==> config.mk <==
export PLATFORM = sky130hd
export DESIGN_NAME = tile_engine
export DESIGN_NICKNAME = d
export VERILOG_FILES = /design/src/rtl/tile_pkg.sv /design/src/rtl/tile_row_fetcher.sv /design/src/rtl/tile_row_buffer.sv /design/src/rtl/pattern_row_fetcher.sv /design/src/rtl/pixel_row_buffer.sv /design/src/rtl/tile_engine.sv
export SDC_FILE = /design/constraint.sdc
export NUM_CORES = 2
export LEC_CHECK = 0
export BUFFER_PORTS_ARGS = -buffer_cell sky130_fd_sc_hd__buf_2
export CAP_MARGIN = 20
export CORE_UTILIZATION = 45
export CTS_BUF_LIST = sky130_fd_sc_hd__clkbuf_8
export DETAILED_ROUTE_END_ITERATION = 8
export PLACE_DENSITY = 0.7
export REMOVE_ABC_BUFFERS = 1
export SYNTH_ARGS = -nofsm -noshare
export SYNTH_HDL_FRONTEND = slang
export SYNTH_SLANG_ARGS = --single-unit
==> constraint.sdc <==
create_clock -name clk -period 7.5 [get_ports clk]
set_input_delay 1.125 -clock clk [delete_from_list [all_inputs] [get_ports clk]]
set_output_delay 1.125 -clock clk [all_outputs]
set_load 0.1 [all_outputs]
==> src/rtl/tile_pkg.sv <==
// =========================================================================
// Shared row geometry, data types and FSM encoding of the tile-layer engine
// Fetchers and the top level import it, the row buffers use its types only
// =========================================================================
`default_nettype none

package tile_pkg;

    // =========================================================================
    // Row geometry
    // =========================================================================
    localparam int unsigned chunk_count    = 11;  // Tile-RAM reads per scan row
    localparam int unsigned slot_count     = 44;  // Four entries per chunk
    localparam int unsigned map_chunks     = 16;  // 64-tile map row, 4 tiles a chunk
    localparam int unsigned visible_pixels = 320; // 40 tiles of 8 pixels on screen

    // One tile-map entry as held in tile RAM
    typedef struct packed {
        logic [9:0] pattern_base; // Pattern-RAM tile, word index goes below it
        logic [3:0] palette;      // Sent to the mixer with each colour
        logic       y_mirror;     // Flip rows top to bottom
        logic       x_mirror;     // Flip pixels left to right
    } tile_entry_t;

    // Four entries, entry 0 in bits 15:0
    typedef logic [63:0] tile_chunk_t;

    // Two pattern rows, even row in the low half
    typedef logic [63:0] pattern_word_t;

    // Eight 4-bit pixels, pixel k at nibble k
    typedef logic [31:0] pixel_row_t;

    // 9-bit scroll or pixel-row position, wraps at 512
    typedef logic [8:0] scroll_t;

    // Mixer pixel, palette in the high nibble
    typedef logic [7:0] pixel_t;

    // =========================================================================
    // Control FSM
    // =========================================================================
    typedef enum logic [1:0] {
        st_idle,          // Serving pixel reads
        st_tile_fetch,    // Copying tile-map chunks
        st_pattern_fetch  // Fetching one pattern row per entry
    } engine_state_e;

endpackage : tile_pkg

`default_nettype wire

==> src/rtl/tile_row_fetcher.sv <==
// =========================================================================
// Copies the eleven tile-map chunks of one scan row from tile RAM into the
// tile row buffer. Starts on a one-cycle start strobe, pulses done after
// the last buffer write. The chunk index wraps inside the 64-tile map row
// =========================================================================
`timescale 1ns/100ps
`default_nettype none

module tile_row_fetcher (
    input  wire                         clk,
    input  wire                         rst_n,
    input  wire                         start,
    input  wire  [3:0]                  first_chunk,   // Chunk holding the leftmost tile
    input  wire  [5:0]                  tile_row,      // Map row of the scan line
    input  wire  tile_pkg::tile_chunk_t tilram_rddata,
    output logic [9:0]                  tilram_addr,   // Layer bit added by the top level
    output logic                        wr_en,
    output logic [3:0]                  wr_addr,
    output tile_pkg::tile_chunk_t       wr_data,
    output logic                        done
);
    import tile_pkg::*;

    logic       fetching;   // Address phase, one chunk per cycle
    logic [3:0] chunk_cnt;  // Chunks issued so far
    logic [3:0] map_chunk;  // Chunk within the map row

    // Four-bit sum wraps back to the start of the map row past chunk 15
    assign map_chunk = first_chunk + chunk_cnt;

    assign tilram_addr = {tile_row, map_chunk};
    assign wr_data     = tilram_rddata; // Data of the previous cycle's address

    always_ff @(posedge clk or negedge rst_n) begin
        if (!rst_n) begin
            fetching  <= 1'b0;
            chunk_cnt <= '0;
            wr_en     <= 1'b0;
            wr_addr   <= '0;
            done      <= 1'b0;
        end else begin
            wr_en   <= fetching;   // Write trails its address by one cycle
            wr_addr <= chunk_cnt;  // Buffer words 0 to 10 in order
            done    <= wr_en && (wr_addr == 4'(chunk_count - 1));
            if (start) begin
                fetching  <= 1'b1;
                chunk_cnt <= '0;
            end else if (fetching) begin
                if (chunk_cnt == 4'(chunk_count - 1)) begin
                    fetching <= 1'b0;  // Last address out
                end else begin
                    chunk_cnt <= chunk_cnt + 4'd1;
                end
            end
        end
    end

    // Controller must let the previous copy drain before the next row
    a_start_when_idle : assert property (
        @(posedge clk) disable iff (!rst_n) start |-> !(fetching || wr_en)
    ) else $error("tile_row_fetcher: start while a copy is in flight");

endmodule : tile_row_fetcher

`default_nettype wire

==> src/rtl/tile_row_buffer.sv <==
// =========================================================================
// Tile row buffer. Chunk-wide write port for the tile fetcher, entry-wide
// registered read port shared by the pattern fetcher and the pixel path
// =========================================================================
`timescale 1ns/100ps
`default_nettype none

module tile_row_buffer #(
    parameter int unsigned slots = tile_pkg::slot_count  // Entries filled per row
) (
    input  wire                         clk,
    input  wire                         wr_en,
    input  wire  [3:0]                  wr_addr,
    input  wire  tile_pkg::tile_chunk_t wr_data,
    input  wire  [5:0]                  rd_slot,
    output tile_pkg::tile_entry_t       rd_entry
);

    logic [63:0] mem [16];  // One word per chunk

    // Chunk write from the tile fetcher
    always_ff @(posedge clk) begin
        if (wr_en) begin
            mem[wr_addr] <= wr_data;
        end
    end

    // Slot s lives in word s/4, sub-word s mod 4
    always_ff @(posedge clk) begin
        rd_entry <= mem[rd_slot[5:2]][16 * rd_slot[1:0] +: 16];
    end

    // Slots past the fetched ones were never written this row
    a_slot_range : assert property (
        @(posedge clk) rd_slot < 6'(slots)
    ) else $error("tile_row_buffer: read of slot %0d", rd_slot);

endmodule : tile_row_buffer

`default_nettype wire

==> src/rtl/pattern_row_fetcher.sv <==
// =========================================================================
// Walks the 44 fetched tile entries, reads one pattern word per entry and
// writes the selected, mirrored pixel row into the pixel row buffer.
// Three-stage pipeline: entry read, pattern address, pixel-buffer write
// =========================================================================
`timescale 1ns/100ps
`default_nettype none

module pattern_row_fetcher (
    input  wire                           clk,
    input  wire                           rst_n,
    input  wire                           start,
    input  wire  [2:0]                    row_in_tile,   // Pixel row within the tile
    input  wire  tile_pkg::tile_entry_t   entry,         // Tile buffer read data
    input  wire  tile_pkg::pattern_word_t patram_rddata,
    output logic [5:0]                    slot,          // Tile buffer read slot
    output logic                          busy,
    output logic [11:0]                   patram_addr,
    output logic                          wr_en,
    output logic [5:0]                    wr_addr,
    output tile_pkg::pixel_row_t          wr_data,
    output logic                          done
);
    import tile_pkg::*;

    logic       issuing;     // Slot counter running
    logic       valid_1;     // Entry on the buffer read port
    logic       valid_2;     // Pattern word on patram_rddata
    logic [5:0] slot_1;
    logic [5:0] slot_2;
    logic       half_2;      // Odd row, take the high half
    logic       x_mirror_2;
    logic [2:0] eff_row;     // Row after Y mirror
    logic       last_write;
    pixel_row_t half_row;
    pixel_row_t flipped_row;

    // =========================================================================
    // Stage 2 forms the pattern address from the returned entry
    // =========================================================================
    // 7 - r on three bits
    assign eff_row     = entry.y_mirror ? ~row_in_tile : row_in_tile;
    assign patram_addr = {entry.pattern_base, eff_row[2:1]}; // Two rows per word

    // =========================================================================
    // Stage 3 selects the row, mirrors it and writes it
    // =========================================================================
    assign half_row = half_2 ? patram_rddata[63:32] : patram_rddata[31:0];

    // Nibble order reversed for a left-right flip
    always_comb begin
        for (int k = 0; k < 8; k++) begin
            flipped_row[4*k +: 4] = half_row[4*(7-k) +: 4];
        end
    end

    assign wr_data    = x_mirror_2 ? flipped_row : half_row;
    assign wr_en      = valid_2;
    assign wr_addr    = slot_2;
    assign last_write = valid_2 && (slot_2 == 6'(slot_count - 1));

    // Pipeline control
    always_ff @(posedge clk or negedge rst_n) begin
        if (!rst_n) begin
            issuing <= 1'b0;
            slot    <= '0;
            valid_1 <= 1'b0;
            valid_2 <= 1'b0;
            busy    <= 1'b0;
            done    <= 1'b0;
        end else begin
            valid_1 <= issuing;
            valid_2 <= valid_1;
            done    <= last_write;
            if (start) begin
                issuing <= 1'b1;
                slot    <= '0;
                busy    <= 1'b1;
            end else begin
                if (issuing) begin
                    if (slot == 6'(slot_count - 1)) begin
                        issuing <= 1'b0;   // Last slot issued
                    end else begin
                        slot <= slot + 6'd1;
                    end
                end
                if (last_write) begin
                    busy <= 1'b0;          // Pipeline drained
                end
            end
        end
    end

    // Per-slot data carried alongside the valids
    always_ff @(posedge clk) begin
        slot_1     <= slot;
        slot_2     <= slot_1;
        half_2     <= eff_row[0];
        x_mirror_2 <= entry.x_mirror;
    end

    // busy must cover every write the pipeline still holds
    a_write_in_busy : assert property (
        @(posedge clk) disable iff (!rst_n) wr_en |-> busy
    ) else $error("pattern_row_fetcher: write after busy dropped");

endmodule : pattern_row_fetcher

`default_nettype wire

==> src/rtl/pixel_row_buffer.sv <==
// =========================================================================
// Pixel row buffer. One 8-pixel row per tile slot, written by the pattern
// fetcher, read one 4-bit colour at a time with one cycle of latency
// =========================================================================
`timescale 1ns/100ps
`default_nettype none

module pixel_row_buffer (
    input  wire                        clk,
    input  wire                        wr_en,
    input  wire  [5:0]                 wr_addr,
    input  wire  tile_pkg::pixel_row_t wr_data,
    input  wire  [5:0]                 rd_slot,
    input  wire  [2:0]                 rd_pixel,   // Pixel within the slot's row
    output logic [3:0]                 rd_color
);

    logic [31:0] mem [64];  // Slots 0 to 43 hold this row

    always_ff @(posedge clk) begin
        if (wr_en) begin
            mem[wr_addr] <= wr_data;
        end
    end

    // Pixel k sits at nibble k
    always_ff @(posedge clk) begin
        rd_color <= mem[rd_slot][4 * rd_pixel +: 4];
    end

endmodule : pixel_row_buffer

`default_nettype wire

==> src/rtl/tile_engine.sv <==
// =========================================================================
// Scrolling tile layer for the pixel pipeline. On prep it copies a row of
// tile-map entries, then one pattern row per entry, and pulses done. In
// idle the mixer reads {palette, colour} with one cycle of latency
// =========================================================================
`timescale 1ns/100ps
`default_nettype none

module tile_engine #(
    parameter bit fg_layer = 1'b0  // Selects the foreground half of tile RAM
) (
    input  wire               clk,
    input  wire               rst_n,
    input  wire               prep,
    input  wire               enable,         // Low blanks the layer
    input  wire  [31:0]       scroll,         // Y in 24:16, X in 8:0
    input  wire  [7:0]        next_row,       // Scan line being prepared
    input  wire  [63:0]       tilram_rddata,
    input  wire  [63:0]       patram_rddata,
    input  wire  [8:0]        pixel_addr,
    output logic [10:0]       tilram_addr,
    output logic [11:0]       patram_addr,
    output tile_pkg::pixel_t  pixel_data,
    output logic              done
);
    import tile_pkg::*;

    engine_state_e state;
    scroll_t       scroll_x_q;    // X scroll held for the whole row
    scroll_t       pixel_row_q;   // scroll_y + next_row, mod 512
    logic          enable_q;      // Aligned with the read data

    // Tile fetch side
    logic          tile_start;
    logic          tile_done;
    logic [9:0]    tile_fetch_addr;
    logic          tile_wr_en;
    logic [3:0]    tile_wr_addr;
    tile_chunk_t   tile_wr_data;

    // Pattern fetch side
    logic          pattern_start;
    logic          pattern_done;
    logic          pattern_busy;
    logic [5:0]    pattern_slot;
    logic          pix_wr_en;
    logic [5:0]    pix_wr_addr;
    pixel_row_t    pix_wr_data;

    // Read side
    logic [8:0]    pixel_sum;     // Pixel position within the fetched row
    logic [5:0]    tile_rd_slot;
    tile_entry_t   tile_entry;
    logic [3:0]    pixel_color;

    // =========================================================================
    // Control FSM and row latches
    // =========================================================================
    always_ff @(posedge clk or negedge rst_n) begin
        if (!rst_n) begin
            state         <= st_idle;
            tile_start    <= 1'b0;
            pattern_start <= 1'b0;
            done          <= 1'b0;
            enable_q      <= 1'b0;
            scroll_x_q    <= '0;
            pixel_row_q   <= '0;
        end else begin
            tile_start    <= 1'b0;  // Strobes last one cycle
            pattern_start <= 1'b0;
            done          <= 1'b0;
            enable_q      <= enable;
            case (state)
                st_idle: begin
                    if (prep) begin
                        state       <= st_tile_fetch;
                        tile_start  <= 1'b1;
                        scroll_x_q  <= scroll[8:0];
                        pixel_row_q <= scroll[24:16] + {1'b0, next_row};  // Wraps at 512
                    end
                end
                st_tile_fetch: begin
                    if (tile_done) begin
                        state         <= st_pattern_fetch;
                        pattern_start <= 1'b1;
                    end
                end
                st_pattern_fetch: begin
                    if (pattern_done) begin
                        state <= st_idle;
                        done  <= 1'b1;  // Same edge as the return to idle
                    end
                end
                default: state <= st_idle;
            endcase
        end
    end

    // =========================================================================
    // Fetch pipeline
    // =========================================================================
    assign tilram_addr = {fg_layer, tile_fetch_addr};

    tile_row_fetcher u_tile_fetch (
        .clk           (clk),
        .rst_n         (rst_n),
        .start         (tile_start),
        .first_chunk   (scroll_x_q[8:5]),  // Four tiles of 8 pixels per chunk
        .tile_row      (pixel_row_q[8:3]),
        .tilram_rddata (tilram_rddata),
        .tilram_addr   (tile_fetch_addr),
        .wr_en         (tile_wr_en),
        .wr_addr       (tile_wr_addr),
        .wr_data       (tile_wr_data),
        .done          (tile_done)
    );

    // Pattern fetcher owns the read port while busy, the mixer otherwise
    assign pixel_sum    = pixel_addr + {4'b0, scroll_x_q[4:0]};
    assign tile_rd_slot = pattern_busy ? pattern_slot : pixel_sum[8:3];

    tile_row_buffer u_tile_buf (
        .clk      (clk),
        .wr_en    (tile_wr_en),
        .wr_addr  (tile_wr_addr),
        .wr_data  (tile_wr_data),
        .rd_slot  (tile_rd_slot),
        .rd_entry (tile_entry)
    );

    pattern_row_fetcher u_pattern_fetch (
        .clk           (clk),
        .rst_n         (rst_n),
        .start         (pattern_start),
        .row_in_tile   (pixel_row_q[2:0]),
        .entry         (tile_entry),
        .patram_rddata (patram_rddata),
        .slot          (pattern_slot),
        .busy          (pattern_busy),
        .patram_addr   (patram_addr),
        .wr_en         (pix_wr_en),
        .wr_addr       (pix_wr_addr),
        .wr_data       (pix_wr_data),
        .done          (pattern_done)
    );

    pixel_row_buffer u_pixel_buf (
        .clk      (clk),
        .wr_en    (pix_wr_en),
        .wr_addr  (pix_wr_addr),
        .wr_data  (pix_wr_data),
        .rd_slot  (pixel_sum[8:3]),
        .rd_pixel (pixel_sum[2:0]),
        .rd_color (pixel_color)
    );

    // Palette and colour both come back one cycle after the address
    assign pixel_data = enable_q ? {tile_entry.palette, pixel_color} : '0;

    // done only as the pattern phase hands back to idle
    a_done_in_idle : assert property (
        @(posedge clk) disable iff (!rst_n)
        done |-> (state == st_idle) && ($past(state) == st_pattern_fetch)
    ) else $error("tile_engine: done outside the return to idle");

    // Mixer reads stay on the visible row
    a_pixel_range : assert property (
        @(posedge clk) disable iff (!rst_n)
        (state == st_idle) |-> (pixel_addr < 9'(visible_pixels))
    ) else $error("tile_engine: pixel_addr %0d off the row", pixel_addr);

endmodule : tile_engine

`default_nettype wire

# [Word level (Yosys, flattened, before mapping)]
# Memory sizes are Yosys's and may differ from the RTL's.
# Cells that the tools add are included.
[word_totals] mem_count=2 ramBits=3072 latchBits=0 mem_bits_ro=0 register_bits=80 out_inout_bits=32
[memory_table] memory="u_pixel_buf.mem" words=64 word_bits=32 rd=1 rd_ports_with_merged_regs=0 write_ports=1 line_no="pixel_row_buffer.sv:18" source="logic [31:0] mem [64];"
[memory_table] memory="u_tile_buf.mem" words=16 word_bits=64 rd=1 rd_ports_with_merged_regs=0 write_ports=1 line_no="tile_row_buffer.sv:19" source="logic [63:0] mem [16];"
[classes] mul=0 div_mod_pow=0 magnitude_cmp=0 muxes=33 eq_ne=11 bitwise=1 addsub=5 n_shift=2 reduce_logical=10
[op_table] op="two-way mux 32 bit" n=2
[op_table] op="indexed part select 64 x 7 -> 16 bit" n=1
[op_table] op="indexed part select 32 x 6 -> 4 bit" n=1
[op_table] op="two-way mux 6 bit" n=4
[op_table] op="two-way mux 1 bit" n=18
[op_table] op="== test 6 bit (second input constant)" n=2
[op_table] op="two-way mux 4 bit" n=3
[op_table] op="adder 9 x 5 -> 9 bit" n=1
[op_table] op="adder 9 x 8 -> 9 bit" n=1
[op_table] op="== test 4 bit (second input constant)" n=2
[op_table] op="two-way mux 8 bit" n=1
[op_table] op="adder 6 x 1 -> 6 bit (second input constant)" n=1
[op_table] op="two-way mux 2 bit" n=3
[op_table] op="!= test 2 bit (second input constant)" n=3
[op_table] op="case mux 2 bit (3 select lines)" n=1
[op_table] op="AND reduction 2 bit" n=3
[op_table] op="nonzero test 2 bit" n=3
[op_table] op="adder 4 x 1 -> 4 bit (second input constant)" n=1
[op_table] op="adder 4 bit" n=1
[op_table] op="!= test 2 x 1 -> 1 bit (second input constant)" n=2
[op_table] op="two-way mux 3 bit" n=1
[op_table] op="inverter 3 bit" n=1
[op_table] op="AND reduction 3 bit" n=1
[op_table] op="== test 2 x 1 -> 1 bit (second input constant)" n=1
[op_table] op="other kinds (3)" n=4

# [Depth between registers and ports, before layout]
[logic_depth] depth_word=4 depth_mapped=17 ltp_nobuf=13

# [Cells and area by module]
# From an unflattened synthesis, not the netlist that was laid out.
[unflattened] hier_cells=5907 area_unflattened_um2=123120.6
[by_module_without_submodules] mod="pixel_row_buffer" area_per_inst_um2=79409.9 cells_per_inst=3835 seq_area_each_um2=61579.1 n_inst=1
[by_module_without_submodules] mod="tile_row_buffer" area_per_inst_um2=39266.4 cells_per_inst=1649 seq_area_each_um2=31069.8 n_inst=1
[by_module_without_submodules] mod="tile_engine" area_per_inst_um2=1696.6 cells_per_inst=191 seq_area_each_um2=600.6 n_inst=1
[by_module_without_submodules] mod="pattern_row_fetcher" area_per_inst_um2=1681.6 cells_per_inst=117 seq_area_each_um2=555.5 n_inst=1
[by_module_without_submodules] mod="tile_row_fetcher" area_per_inst_um2=1066.0 cells_per_inst=115 seq_area_each_um2=275.3 n_inst=1

# [Worst setup path after synthesis]
# Ideal clock, no wire load.
[synth_path] path_type="reg-to-reg" from="register u_tile_fetch.wr_addr[3]" to="memory u_tile_buf.mem[0][0], enable pin" arrival_ns=5.243 path_buffers=0 stages_incl_launch_ff=3 setup_slack_ns=1.692 period_less_slack_ns=5.808 setup_ns=0.565 path_cell_list="dfrtp_1 -> or3b_2 -> nor3_1"
[synth_lines] item="from (decl)" line_no="tile_row_fetcher.sv:18" source="output logic [3:0] wr_addr,"
[synth_lines] item="from (signal assigned)" line_no="tile_row_fetcher.sv:43" source="wr_addr <= chunk_cnt;"
[synth_lines] item="to (decl)" line_no="tile_row_buffer.sv:19"
# No word-level cell before the write port.

# [Final worst setup path]
[layout_path] from="register scroll_x_q[0]" to="register u_pixel_buf.rd_color[3]"
[layout_via] elab_chain_cells=3
[layout_lines] item="from (decl)" line_no="tile_engine.sv:29" source="scroll_t scroll_x_q;"
[layout_lines] item="from (signal assigned)" line_no="tile_engine.sv:78" source="scroll_x_q <= scroll[8:0];"
[layout_lines] item="adder 9 x 5 -> 9 bit *" line_no="tile_engine.sv:119" source="assign pixel_sum = pixel_addr + {4'b0, scroll_x_q[4:0]};"
[layout_lines] item="memory read (64 x 32 bit)"
[layout_lines] item="indexed part select 32 x 6 -> 4 bit *" line_no="pixel_row_buffer.sv:28" source="rd_color <= mem[rd_slot][4 * rd_pixel +: 4];"
[layout_lines] item="to (signal assigned)" line_no="pixel_row_buffer.sv:28"
[layout_lines] item="to (decl)" line_no="pixel_row_buffer.sv:15" source="output logic [3:0] rd_color"
# Every way passes the cells marked *; elsewhere a longest branch is shown, timed or not.
# A chain may end at the register's enable or synchronous reset.

==> run metrics <==
outcome finished, final reports clean; largest net degree at the start of global routing 149; sequential share of the synthesized area around three quarters; die span in x about 520 µm; Root Buffer clkbuf_8; 1st-iter DRT viols 9,679; hpwl dp 183,000 µm; antenna-violating nets left 0; First-pass DRT Iterations 6; fmax 184 MHz; skew final 0.0763 ns; Post-Route Setup TNS 0 ns; Longest Clk Path Bufs 4; cts repair resizes 0; r2r setup slk 2.08 ns; drt wl/cell 31.3 µm; Critical Path RT 8.51 ns; Post-CTS Hold Buffers 0; count of pins over their slew limit 0; Worst setup EP type register; synth warn 0; port bufs approximately 200; Async SR Flop Fraction 1.46%; FF+latch count, synth approximately 3,200; post-synthesis instance total 6,223; total CTS buffers 465; # setup viols final 0; top_reg_cell synth edfxtp_1; Synth cell types 92; H-tree Lvls 5; Final Hold Fails 0; via count 66,300; Post-CTS Setup Bufs 0; critical path class register to register; Rows ~190; Worst VDD drop 596 µV; WL final 337,000 µm; vias per inst approximately 6.2; Residual DRC 0; GPL Wtd Cong 0.847; final core utilization 50.8%; Tmin final 5.42 ns; Critical Path AT between 6 and 7 ns; Final period util 72.3%; CTS clock-pin slew for the worst setup and hold paths ~0.070 ns; Max Cap Viol 0; Synth Area per Inst roughly 20 µm²; vias in the first global route 66,400; gr usage total 24.3%; total gr overflow 0; power per cell area 427 nW/µm²; Core Area 271,000 µm²; Hold Crit Class primary input to async pin; share of layout cells above drive strength 1 25.2%; most frequent cells in the layout 3,072 x edfxtp_1, 786 x nand2_1, 666 x mux4_2; RSZ-0062 raised after global routing false; commonest non-fill, non-tap cell in the layout edfxtp_1; Clock Sinks 3,152; # IOs 213; Fin Hold WS 0.188 ns; Crit Path Max Fanout 28; die footprint around 270,000 µm²; Starting Density 45.3%; crit path launch type register; first-pass GRT wire length between 400,000 and 500,000 µm; Die Y approximately 520 µm; Final #Nets 7,003; Slew @ Worst Pin 1.16 ns; synthesized area 123,000 µm²; CTS tree yes; Worst-Skew Late Latency roughly 1.1 ns; max-slew headroom at the worst pin 22.3%; number of synthesized flops with an enable pin 3,072; Synth-to-Final Area Change 12.3%; initial antenna violation count 52; Pleak 0.0448 µW
## cell type report
class | instances | area (µm²)
Fill cell | 21300 | 133000
Antenna cell | 13 | 32.5
Multi-Input combinational cell | 2698 | 27300
Sequential cell | 3152 | 94100
Timing Repair Buffer | 464 | 3590
Clock inverter | 345 | 1540
Clock buffer | 487 | 6700
Tap cell | 3570 | 4470
Inverter | 19 | 71.3
## worst paths after layout
check | from | to | cells past startpoint
setup / recovery | scroll_x_q[0] | u_pixel_buf.rd_color[3] | 16
hold / removal | rst_n | pixel_row_q[1] | 1
setup reg to reg | scroll_x_q[0] | u_pixel_buf.rd_color[3] | 16
hold reg to reg | u_pattern_fetch.slot_1[5] | u_pattern_fetch.wr_addr[5] | 0
max in group asynchronous | rst_n | pixel_row_q[5] | 1
min in group clk | enable | enable_q | 1
## synthesized netlist by cell type, types with 11 or more instances
cell type,number,area (µm²)
nor2_1,146,548
o21ai_0,37,185
buf_6,14,158
and4_1,18,158
buf_1,11,41.3
ha_1,19,238
clkbuf_1,70,263
buf_4,102,766
buf_2,157,786
nor3_1,28,140
dfxtp_1,34,681
nand4_1,21,131
a32oi_1,80,701
xor2_1,13,114
a311oi_1,42,368
and3_1,49,307
a221oi_1,17,149
a22oi_1,25,188
a21oi_1,76,380
dfrtp_1,46,1150
o22ai_1,29,181
nand2_1,787,2950
inv_1,19,71.3
edfxtp_1,3072,92200
mux2i_1,141,1410
a31oi_1,25,156
o221ai_1,15,131
nand3_1,255,1280
mux4_2,666,15000
## state kept, by name (all words and copies together) (netlist names), 2 cells and up
signal,count
pixel_row_q,9
scroll_x_q,9
state,2
u_pattern_fetch.slot,6
u_pattern_fetch.slot_1,6
u_pattern_fetch.wr_addr,6
u_pixel_buf.mem,2048
u_pixel_buf.rd_color,4
u_tile_buf.mem,1024
u_tile_buf.rd_entry,16
u_tile_fetch.chunk_cnt,4
u_tile_fetch.wr_addr,4
## logic make-up (layout without fill, tap and decap cells)
| kind of cell | after synthesis | after routing | share of synthesized area, % |
|---|---|---|---|
| multiplexers | 814 | 814 | 13.4 |
| flip-flops | 3152 | 3152 | 76.7 |
| XOR/XNOR | 24 | 24 | 0.177 |
| AO/OA/AOI/OAI | 451 | 451 | 2.76 |
| AND/OR/NAND/NOR | 1386 | 1386 | 5.00 |
| other | 1 | 14 | 0.00306 |
| adder cells (fa/ha/maj) | 22 | 22 | 0.243 |
| buffers and inverters | 373 | 1315 | 1.70 |
## critical path: stages, from the launching register on
cell,delay [ns]
dfrtp_1,0.35
ha_1,0.22
inv_1,0.07
fa_1,0.48
nand2b_1,0.24
o2bb2ai_1,0.33
xnor2_4,0.83
buf_12,0.26
buf_12,0.26
buf_4,0.28
mux4_2,0.22
mux2i_1,0.11
a32o_1,0.31
nor4_1,0.45
nor3_1,0.09
a31oi_1,0.57
o22a_1,0.26
## where the power goes
part / internal, µW / total [µW] / switching, µW
clock network: 6140 / 12600 / 6420
logic: 8530 / 23600 / 15000
registers: 22300 / 22700 / 347
total: 37000 / 58800 / 21800
## per-stage QoR
step                      std cells  cell area, µm²  power (µW)  worst slack [ns]
after global routing          10700          138000       60800              2.00
after CTS                     10700          137000       58700              2.20
final                         10700          138000       58800              2.08
after detailed placement       9887          129000       46300              1.39
after global placement         9886          129000       45800              1.44
after floorplan                5869          121000       38600            -13.35
## per-layer routing
metal  vias up  global-route usage (%)  share of wire, %
li1      26600                       -                 -
met1     34300                    31.4                35
met2      4445                    38.6                47
met3       877                    6.41                12
met4        72                    11.5               5.1
met5         -                       0              0.13
Power figures use the tool's default switching activity.
